[src/design/video_pkg.sv]
// Video output shared definitions

package video_pkg;

	// render modes
	localparam logic [1:0] R_ZX = 2'd0;
	localparam logic [1:0] R_HC = 2'd1;
	localparam logic [1:0] R_XC = 2'd2;
	localparam logic [1:0] R_TX = 2'd3;

	// bus and stream widths
	localparam int ADDR_W     = 4;
	localparam int AXI_DATA_W = 32;
	localparam int WORD_W     = 32;
	localparam int PIX_W      = 8;
	localparam int PSEL_W     = 4;
	localparam int MODE_W     = 2;
	localparam int PAL_W      = 4;

	// register map
	localparam logic [ADDR_W-1:0] REG_CTRL   = 4'h0;
	localparam logic [ADDR_W-1:0] REG_PAL    = 4'h4;
	localparam logic [ADDR_W-1:0] REG_BORDER = 4'h8;

	// control register fields
	localparam int CTRL_MODE  = 0;
	localparam int CTRL_HIRES = 2;
	localparam int CTRL_NOGFX = 3;
	localparam int CTRL_NOTSU = 4;
	localparam int CTRL_GFXOV = 5;
	localparam int CTRL_FLASH = 6;
	localparam int CTRL_TSBRD = 7;

	localparam logic [1:0] RESP_OKAY = 2'b00;

	// last pixel position in a word, per mode
	localparam logic [PSEL_W-1:0] LAST_ZX = 4'd15;
	localparam logic [PSEL_W-1:0] LAST_TX = 4'd15;
	localparam logic [PSEL_W-1:0] LAST_HC = 4'd3;
	localparam logic [PSEL_W-1:0] LAST_XC = 4'd1;

	function automatic logic [PSEL_W-1:0] last_pos(input logic [MODE_W-1:0] mode);
		case (mode)
			R_ZX:    last_pos = LAST_ZX;
			R_HC:    last_pos = LAST_HC;
			R_XC:    last_pos = LAST_XC;
			default: last_pos = LAST_TX;
		endcase
	endfunction

endpackage

[src/design/pixel_sequencer.sv]
// Video word pixel sequencer
`timescale 1ns/1ps

module pixel_sequencer import video_pkg::*; (
	input  logic              clk,
	input  logic              rst_n,
	input  logic [MODE_W-1:0] render_mode,
	input  logic              word_valid,
	input  logic [WORD_W-1:0] word_data,
	output logic              word_ready,
	output logic [WORD_W-1:0] data,
	output logic [PSEL_W-1:0] psel,
	output logic              hvpix,
	output logic              c1
);

	logic [PSEL_W-1:0] last_q;
	logic              at_last;
	logic              take;

	// last position of the word being shown
	assign at_last    = hvpix && (psel == last_q);
	assign word_ready = !hvpix || at_last;
	assign take       = word_valid && word_ready;

	// even positions
	assign c1 = ~psel[0];

	// mode is sampled per word, so a change waits for the next one
	always_ff @(posedge clk or negedge rst_n) begin
		if (!rst_n) begin
			hvpix  <= 1'b0;
			psel   <= '0;
			last_q <= '0;
		end else if (take) begin
			hvpix  <= 1'b1;
			psel   <= '0;
			last_q <= last_pos(render_mode);
		end else if (at_last) begin
			// starved, fall back to border
			hvpix <= 1'b0;
			psel  <= '0;
		end else if (hvpix) begin
			psel <= psel + 1'b1;
		end
	end

	always_ff @(posedge clk) begin
		if (take)
			data <= word_data;
	end

endmodule

[src/design/video_regs.sv]
// Video control registers
`timescale 1ns/1ps

module video_regs import video_pkg::*; (
	input  logic                    clk,
	input  logic                    rst_n,
	input  logic [ADDR_W-1:0]       awaddr,
	input  logic                    awvalid,
	output logic                    awready,
	input  logic [AXI_DATA_W-1:0]   wdata,
	input  logic [AXI_DATA_W/8-1:0] wstrb,
	input  logic                    wvalid,
	output logic                    wready,
	output logic [1:0]              bresp,
	output logic                    bvalid,
	input  logic                    bready,
	input  logic [ADDR_W-1:0]       araddr,
	input  logic                    arvalid,
	output logic                    arready,
	output logic [AXI_DATA_W-1:0]   rdata,
	output logic [1:0]              rresp,
	output logic                    rvalid,
	input  logic                    rready,
	output logic [MODE_W-1:0]       render_mode,
	output logic                    hires,
	output logic                    nogfx,
	output logic                    notsu,
	output logic                    gfxovr,
	output logic                    flash,
	output logic                    ts_border,
	output logic [PAL_W-1:0]        palsel,
	output logic [PIX_W-1:0]        border
);

	logic [7:0]       ctrl_q;
	logic [PAL_W-1:0] pal_q;
	logic [PIX_W-1:0] border_q;
	logic             wr_hs;
	logic             rd_hs;

	assign wr_hs = awready && wready && awvalid && wvalid;
	assign rd_hs = arready && arvalid;

	// write channel, one transaction in flight
	always_ff @(posedge clk or negedge rst_n) begin
		if (!rst_n) begin
			awready <= 1'b0;
			wready  <= 1'b0;
			bvalid  <= 1'b0;
		end else begin
			awready <= awvalid && wvalid && !awready && !bvalid;
			wready  <= awvalid && wvalid && !awready && !bvalid;
			if (wr_hs)
				bvalid <= 1'b1;
			else if (bready)
				bvalid <= 1'b0;
		end
	end

	// all fields sit in byte 0
	always_ff @(posedge clk or negedge rst_n) begin
		if (!rst_n) begin
			ctrl_q   <= '0;
			pal_q    <= '0;
			border_q <= '0;
		end else if (wr_hs && wstrb[0]) begin
			case (awaddr)
				REG_CTRL:   ctrl_q   <= wdata[7:0];
				REG_PAL:    pal_q    <= wdata[PAL_W-1:0];
				REG_BORDER: border_q <= wdata[PIX_W-1:0];
				default: ;
			endcase
		end
	end

	// read channel
	always_ff @(posedge clk or negedge rst_n) begin
		if (!rst_n) begin
			arready <= 1'b0;
			rvalid  <= 1'b0;
		end else begin
			arready <= arvalid && !arready && !rvalid;
			if (rd_hs)
				rvalid <= 1'b1;
			else if (rready)
				rvalid <= 1'b0;
		end
	end

	always_ff @(posedge clk) begin
		if (rd_hs) begin
			case (araddr)
				REG_CTRL:   rdata <= AXI_DATA_W'(ctrl_q);
				REG_PAL:    rdata <= AXI_DATA_W'(pal_q);
				REG_BORDER: rdata <= AXI_DATA_W'(border_q);
				default:    rdata <= '0;
			endcase
		end
	end

	assign bresp = RESP_OKAY;
	assign rresp = RESP_OKAY;

	assign render_mode = ctrl_q[CTRL_MODE +: MODE_W];
	assign hires       = ctrl_q[CTRL_HIRES];
	assign nogfx       = ctrl_q[CTRL_NOGFX];
	assign notsu       = ctrl_q[CTRL_NOTSU];
	assign gfxovr      = ctrl_q[CTRL_GFXOV];
	assign flash       = ctrl_q[CTRL_FLASH];
	assign ts_border   = ctrl_q[CTRL_TSBRD];
	assign palsel      = pal_q;
	assign border      = border_q;

endmodule

[src/design/video_render.sv]
// Pixel decode and layer mixer
`timescale 1ns/1ps

module video_render import video_pkg::*; (
	input  logic              clk,
	input  logic              c1,
	input  logic              hvpix,
	input  logic              ts_border,
	input  logic              nogfx,
	input  logic              notsu,
	input  logic              gfxovr,
	input  logic              flash,
	input  logic              hires,
	input  logic [PSEL_W-1:0] psel,
	input  logic [PAL_W-1:0]  palsel,
	input  logic [MODE_W-1:0] render_mode,
	input  logic [WORD_W-1:0] data,
	input  logic [PIX_W-1:0]  border,
	input  logic [PIX_W-1:0]  ts_data,
	output logic [PIX_W-1:0]  pix_out
);

	logic [7:0]       zx_attr;
	logic             zx_dot;
	logic             zx_on;
	logic [PIX_W-1:0] zx_pix;
	logic [PIX_W-1:0] tx_pix;
	logic [3:0]       hc_dot;
	logic [PIX_W-1:0] xc_dot;
	logic [PIX_W-1:0] gfx_pix;
	logic             gfx_on;
	logic             tsu_vis;
	logic             gfx_vis;
	logic [PIX_W-1:0] video;
	logic [3:0]       nib_q;

	// ZX and text share the bitmap and attribute layout with msb first
	assign zx_dot  = data[{psel[3], ~psel[2:0]}];
	assign zx_attr = psel[3] ? data[31:24] : data[23:16];
	assign zx_on   = zx_dot ^ (flash & zx_attr[7]);
	assign zx_pix  = {palsel, zx_attr[6], zx_on ? zx_attr[2:0] : zx_attr[5:3]};
	assign tx_pix  = {palsel, zx_dot ? zx_attr[3:0] : zx_attr[7:4]};

	// high nibble first within each byte
	assign hc_dot = data[{psel[1], ~psel[0], 2'b00} +: 4];
	assign xc_dot = data[{psel[0], 3'b000} +: 8];

	always_comb begin
		case (render_mode)
			R_ZX: begin
				gfx_pix = zx_pix;
				gfx_on  = zx_on;
			end
			R_HC: begin
				gfx_pix = {palsel, hc_dot};
				gfx_on  = |hc_dot;
			end
			R_XC: begin
				gfx_pix = xc_dot;
				gfx_on  = |xc_dot;
			end
			default: begin
				gfx_pix = tx_pix;
				gfx_on  = zx_dot;
			end
		endcase
	end

	// layer priority
	assign tsu_vis = (|ts_data[3:0]) && !notsu;
	assign gfx_vis = gfx_on && !nogfx;

	always_comb begin
		if (!hvpix)
			video = (ts_border && tsu_vis) ? ts_data : border;
		else if (gfxovr)
			video = gfx_vis ? gfx_pix : (tsu_vis ? ts_data : border);
		else
			video = tsu_vis ? ts_data : (gfx_vis ? gfx_pix : border);
	end

	// even pixel nibble for hi-res pairs
	always_ff @(posedge clk) begin
		if (c1)
			nib_q <= video[3:0];
	end

	assign pix_out = hires ? {nib_q, video[3:0]} : video;

endmodule

[src/design/video_top.sv]
// Video pixel output subsystem
`timescale 1ns/1ps

module video_top import video_pkg::*; (
	input  logic                    clk,
	input  logic                    rst_n,
	input  logic [ADDR_W-1:0]       awaddr,
	input  logic                    awvalid,
	output logic                    awready,
	input  logic [AXI_DATA_W-1:0]   wdata,
	input  logic [AXI_DATA_W/8-1:0] wstrb,
	input  logic                    wvalid,
	output logic                    wready,
	output logic [1:0]              bresp,
	output logic                    bvalid,
	input  logic                    bready,
	input  logic [ADDR_W-1:0]       araddr,
	input  logic                    arvalid,
	output logic                    arready,
	output logic [AXI_DATA_W-1:0]   rdata,
	output logic [1:0]              rresp,
	output logic                    rvalid,
	input  logic                    rready,
	input  logic                    word_valid,
	input  logic [WORD_W-1:0]       word_data,
	output logic                    word_ready,
	input  logic [PIX_W-1:0]        ts_data,
	output logic [PIX_W-1:0]        pix_out
);

	// mode and colour controls
	logic [MODE_W-1:0] render_mode;
	logic              hires;
	logic              nogfx;
	logic              notsu;
	logic              gfxovr;
	logic              flash;
	logic              ts_border;
	logic [PAL_W-1:0]  palsel;
	logic [PIX_W-1:0]  border;

	// sequencer to renderer
	logic [WORD_W-1:0] data;
	logic [PSEL_W-1:0] psel;
	logic              hvpix;
	logic              c1;

	video_regs u_regs (
		.clk         (clk),
		.rst_n       (rst_n),
		.awaddr      (awaddr),
		.awvalid     (awvalid),
		.awready     (awready),
		.wdata       (wdata),
		.wstrb       (wstrb),
		.wvalid      (wvalid),
		.wready      (wready),
		.bresp       (bresp),
		.bvalid      (bvalid),
		.bready      (bready),
		.araddr      (araddr),
		.arvalid     (arvalid),
		.arready     (arready),
		.rdata       (rdata),
		.rresp       (rresp),
		.rvalid      (rvalid),
		.rready      (rready),
		.render_mode (render_mode),
		.hires       (hires),
		.nogfx       (nogfx),
		.notsu       (notsu),
		.gfxovr      (gfxovr),
		.flash       (flash),
		.ts_border   (ts_border),
		.palsel      (palsel),
		.border      (border)
	);

	pixel_sequencer u_seq (
		.clk         (clk),
		.rst_n       (rst_n),
		.render_mode (render_mode),
		.word_valid  (word_valid),
		.word_data   (word_data),
		.word_ready  (word_ready),
		.data        (data),
		.psel        (psel),
		.hvpix       (hvpix),
		.c1          (c1)
	);

	video_render u_render (
		.clk         (clk),
		.c1          (c1),
		.hvpix       (hvpix),
		.ts_border   (ts_border),
		.nogfx       (nogfx),
		.notsu       (notsu),
		.gfxovr      (gfxovr),
		.flash       (flash),
		.hires       (hires),
		.psel        (psel),
		.palsel      (palsel),
		.render_mode (render_mode),
		.data        (data),
		.border      (border),
		.ts_data     (ts_data),
		.pix_out     (pix_out)
	);

endmodule

[config.mk]
export PLATFORM = sky130hd
export DESIGN_NAME = video_top
export DESIGN_NICKNAME = d
export VERILOG_FILES = /design/src/design/video_pkg.sv /design/src/design/pixel_sequencer.sv /design/src/design/video_regs.sv /design/src/design/video_render.sv /design/src/design/video_top.sv
export SDC_FILE = /design/constraint.sdc
export NUM_CORES = 1
export LEC_CHECK = 0
export BUFFER_PORTS_ARGS = -buffer_cell sky130_fd_sc_hd__buf_2
export CORE_ASPECT_RATIO = 1.25
export CORE_MARGIN = 4
export CORE_UTILIZATION = 41
export DETAILED_ROUTE_END_ITERATION = 8
export GPL_ROUTABILITY_DRIVEN = 1
export GPL_TIMING_DRIVEN = 0
export PLACE_DENSITY = 0.67
export SLEW_MARGIN = 20
export SYNTH_ARGS = -nofsm -noshare
export SYNTH_HDL_FRONTEND = slang
export SYNTH_SLANG_ARGS = --single-unit
[constraint.sdc]
create_clock -name clk -period 2.7 [get_ports clk]
set_input_delay 0.54 -clock clk [delete_from_list [all_inputs] [get_ports clk]]
set_output_delay 0.54 -clock clk [all_outputs]
set_load 0.02 [all_outputs]
==> metrics.md <==
| Metric | Value |
|---|---|
| Final setup vio count | `8` |
| Post-layout instance area | `5850 sq um` |
| Net switching power figure | `2210 uW` |
| Net total in the final layout | `633` |
| Main combinational cell family by area after synthesis | `multiplexers` |
| RSZ-0062 raised after global routing | `true` |
| Status | `finished with violations` |
| DRC violations left | `0` |
| Synth Area in XOR/XNOR | `1.38%` |
| Leakage component of the power | `0.00256 uW` |
| I/O Pins | `142` |
| Effective utilization at floorplan | `41.9%` |
| Detailed router's first-iteration violation count | `204` |
| End of the worst register-to-register path | `u_render.nib_q[3]` |
| Root buffer selected by CTS | `sky130_fd_sc_hd__clkbuf_16` |
| Count of state elements after synthesis | `76` |
| Worst setup skew after layout | `3.80 ps` |
| Total routing usage reported by global routing | `17.3%` |
| Fraction of synthesized area in multiplexers | `15.8%` |
| Max-slew headroom | `52.3%` |
| Core Rows | `42` |
| Number of H-tree levels | `3` |
| Worst hold margin | `261 ps` |
| Share of the clock period used by the worst path | `130%` |
| Maximum clock path buffer count | `2` |
| DP HPWL | `8180 microns` |
| Hold Crit Class | `in2async` |
| Post-place instance area | `5220 sq um` |
| Yosys top cell by area | `sky130_fd_sc_hd__edfxtp_1` |
| Horizontal die dimension | `101 microns` |
| Number of vias per cell after detailed routing | `5.20` |
| Final hold viol count | `0` |
| Clock transition time at the flip-flop clock pins of the worst setup and hold paths | `50 ps` |
| Layout-stage area growth over the synthesis result | `31.3%` |
| Count of cells along the worst register-to-register path | `10` |
| Proportion of layout cells with a drive suffix above 1 | `43.1%` |
| Area share of the leading cell type in the synthesized netlist | `29.7%` |
| Via count of the first global-routing pass | `3,360` |
| Switching share of power | `37.6%` |
| Max-capacitance violation count | `0` |
| Kind of critical path | `reg2out` |
| Part of the power in the clock network | `19.3%` |
| Worst supply voltage drop on vdd | `0.000496 V` |
| Vert. Die Dim | `125 microns` |
| Pre-Repair DR Iteration Count | `5` |
| Source-to-sink clock delay at the later pin of the worst-skew pair | `330 ps` |
| Cell Pwr Density | `1010 nW/um^2` |
| Compound-cell area share of the yosys netlist | `13.6%` |
| Minimum clock period | `3500 ps` |
| Weighted congestion reported at the end of routability-driven placement | `0.913` |
| Final number of max-transition violations | `0` |
| Cell area after technology mapping | `4450 sq um` |
| Antenna diode count | `0` |
| Routed Antenna Nets | `0` |
| Full die area | `12,600 sq um` |
| Critical path arrival | `2960 ps` |
| Port bufs | `84` |
| Number of hold buffers added after cts | `0` |
| Floorplan Core Area | `10,600 sq um` |
| Gate power share | `52.0%` |
| Post-synth ARST share | `42.1%` |
| Type of element launching the critical path | `flop` |
| Number of vias after detailed routing | `3,501` |
| Peak fanout along the critical path | `7` |
| WL/cell | `16.3 microns` |
| Simple-gate share of the synthesized area | `11.9%` |
| Start of the worst register-to-register path | `u_seq.psel[1]` |
| Total global routing overflow | `0` |
| Maximum number of pins on one net before global-route repair | `33` |
| Element type at the critical path end | `primary output` |
| Clock buffers created by TritonCTS | `9` |
| Relative contribution of sequential cells to total power | `28.7%` |
| Number of enable-type register cells in the synthesized netlist | `44` |
| Most common flop cell mapped by yosys | `sky130_fd_sc_hd__edfxtp_1` |
| Routed wire length | `11,000 microns` |
| Yosys Warn Count | `0` |
| Slack of the worst reg-to-reg path | `90 ps` |
| Worst-case setup margin in the final layout | `-797 ps` |
| Post-synthesis share of cell area spent on full adders, half adders and majority gates | `1.40%` |
| Internal Dissipation | `3670 uW` |
| Failing checks | `negative setup slack` |
| Maximum operating frequency | `286 MHz` |
| Slew @ Worst Pin | `716 ps` |
| Clock sink total | `76` |
| TritonCTS clock tree | `yes` |
| First-pass GRT wire length | `17,000 microns` |
| Antenna violations before repair | `0` |
| Endpoint required time on the critical path | `2160 ps` |
| Avg Inst Size Synth | `11.3 sq um` |
| Largest cells by area after synthesis | `sky130_fd_sc_hd__edfxtp_1, sky130_fd_sc_hd__dfrtp_1, sky130_fd_sc_hd__mux2i_1` |
| Gate count after technology mapping | `393` |
| Distinct cell type count of the synthesized netlist | `64` |
| Sequential fraction of the synthesis area | `47.7%` |
==> cell type report <==
cell class                      count  area [sq um]
Clock buffer                       13           270
Sequential cell                    76          2120
Multi-Input combinational cell    287          2280
Fill cell                         933          4770
Timing Repair inverter              1          7.51
Buffer                             42           307
Clock inverter                      3          18.8
Tap cell                          132           165
Inverter                           15          60.1
Timing Repair Buffer              104           612
==> worst max-delay path, cell delays in order (launching register included) <==
cell	delay, ps
sky130_fd_sc_hd__dfrtp_1	370
sky130_fd_sc_hd__buf_6	150
sky130_fd_sc_hd__mux4_2	510
sky130_fd_sc_hd__a21o_1	180
sky130_fd_sc_hd__and4bb_4	390
sky130_fd_sc_hd__o211ai_4	160
sky130_fd_sc_hd__nor2b_4	210
sky130_fd_sc_hd__a221o_1	310
sky130_fd_sc_hd__o221a_4	230
sky130_fd_sc_hd__buf_6	130
==> how the worst max path moves through the flow <==
stage / start / cells past startpoint / end
floorplan: u_seq.psel[1] / 10 / pix_out[3]
global placement: u_seq.psel[1] / 11 / pix_out[3]
detailed placement: u_seq.psel[1] / 11 / pix_out[3]
CTS: u_seq.psel[0] / 9 / pix_out[0]
global route: u_seq.psel[1] / 12 / pix_out[5]
finish: u_seq.psel[0] / 9 / pix_out[5]
==> logic make-up (layout without fill, tap and decap cells) <==
group	after synthesis	count (layout)
AND/OR/NAND/NOR	104	105
adder cells (fa/ha/maj)	5	5
XOR/XNOR	4	4
other	1	28
multiplexers	61	61
flip-flops	76	76
buffers and inverters	58	178
AO/OA/AOI/OAI	84	84
==> per-stage QoR <==
stage               TNS (ps)  util [%]  worst slack, ps  total power, uW  instances
floorplan              -1160         -             -206             3530        420
global placement      -11490      49.2             -527             4070        636
detailed placement    -15840      49.2             -536             4110        636
CTS                    -5810      54.1             -771             5730        668
global route           -6900      55.1             -909             6210        673
finish                 -5940      55.1             -797             5890        673
==> placed cells by master (no fill, tap or decap), drive strengths merged, types with 21 or more instances in the layout <==
cell,n
buf,138
nand2,36
conb,28
mux2i,30
dfrtp,32
mux2,27
edfxtp,44
clkbuf,21
nor2,23
o21ai,24
==> flip-flops by register name, summed over array words and instances (netlist names), 3 cells and up <==
signal,flops
u_regs.border,8
u_seq.psel,4
u_regs.palsel,4
u_seq.last_q,3
u_seq.data,32
u_regs.rdata,8
u_render.nib_q,4
u_regs.ctrl_q,8
==> power groups by stage <==
stage	Combinational, uW	Clock [uW]	Sequential, uW
floorplan	1870	0	1660
global placement	2380	0	1690
detailed placement	2410	0	1700
CTS	2880	1170	1680
global route	3270	1220	1720
finish	3060	1140	1690
==> repair_timing <==
action,CTS,global route
setup buffers,14,6
resized for setup,31,18
pin swaps,17,11
cloned,2,0
endpoints found under the setup margin,44,28
==> cell usage after synthesis, types with 5 or more instances <==
cell / count
sky130_fd_sc_hd__ha_1: 5
sky130_fd_sc_hd__a221oi_1: 7
sky130_fd_sc_hd__buf_4: 30
sky130_fd_sc_hd__edfxtp_1: 44
sky130_fd_sc_hd__a22oi_1: 6
sky130_fd_sc_hd__nor2_1: 22
sky130_fd_sc_hd__o21ai_0: 22
sky130_fd_sc_hd__a31oi_1: 6
sky130_fd_sc_hd__inv_1: 15
sky130_fd_sc_hd__a21oi_1: 13
sky130_fd_sc_hd__and3_1: 5
sky130_fd_sc_hd__clkbuf_1: 8
sky130_fd_sc_hd__dfrtp_1: 32
sky130_fd_sc_hd__mux2i_1: 30
sky130_fd_sc_hd__nor3_1: 12
sky130_fd_sc_hd__nand2_1: 33
sky130_fd_sc_hd__mux2_2: 26
sky130_fd_sc_hd__o211ai_1: 5
==> layer usage <==
layer / track usage [%] / wire length [microns] / share of wire (%) / up-vias
met5: 0 / 0 / 0 / -
met4: 6.10 / 239 / 2.2 / 0
met3: 3.98 / 741 / 6.8 / 21
met2: 30.1 / 5680 / 52 / 128
met1: 20.6 / 4310 / 39 / 1652
li1: - / - / - / 1700
No activity file was read; power rests on OpenSTA's default activity.
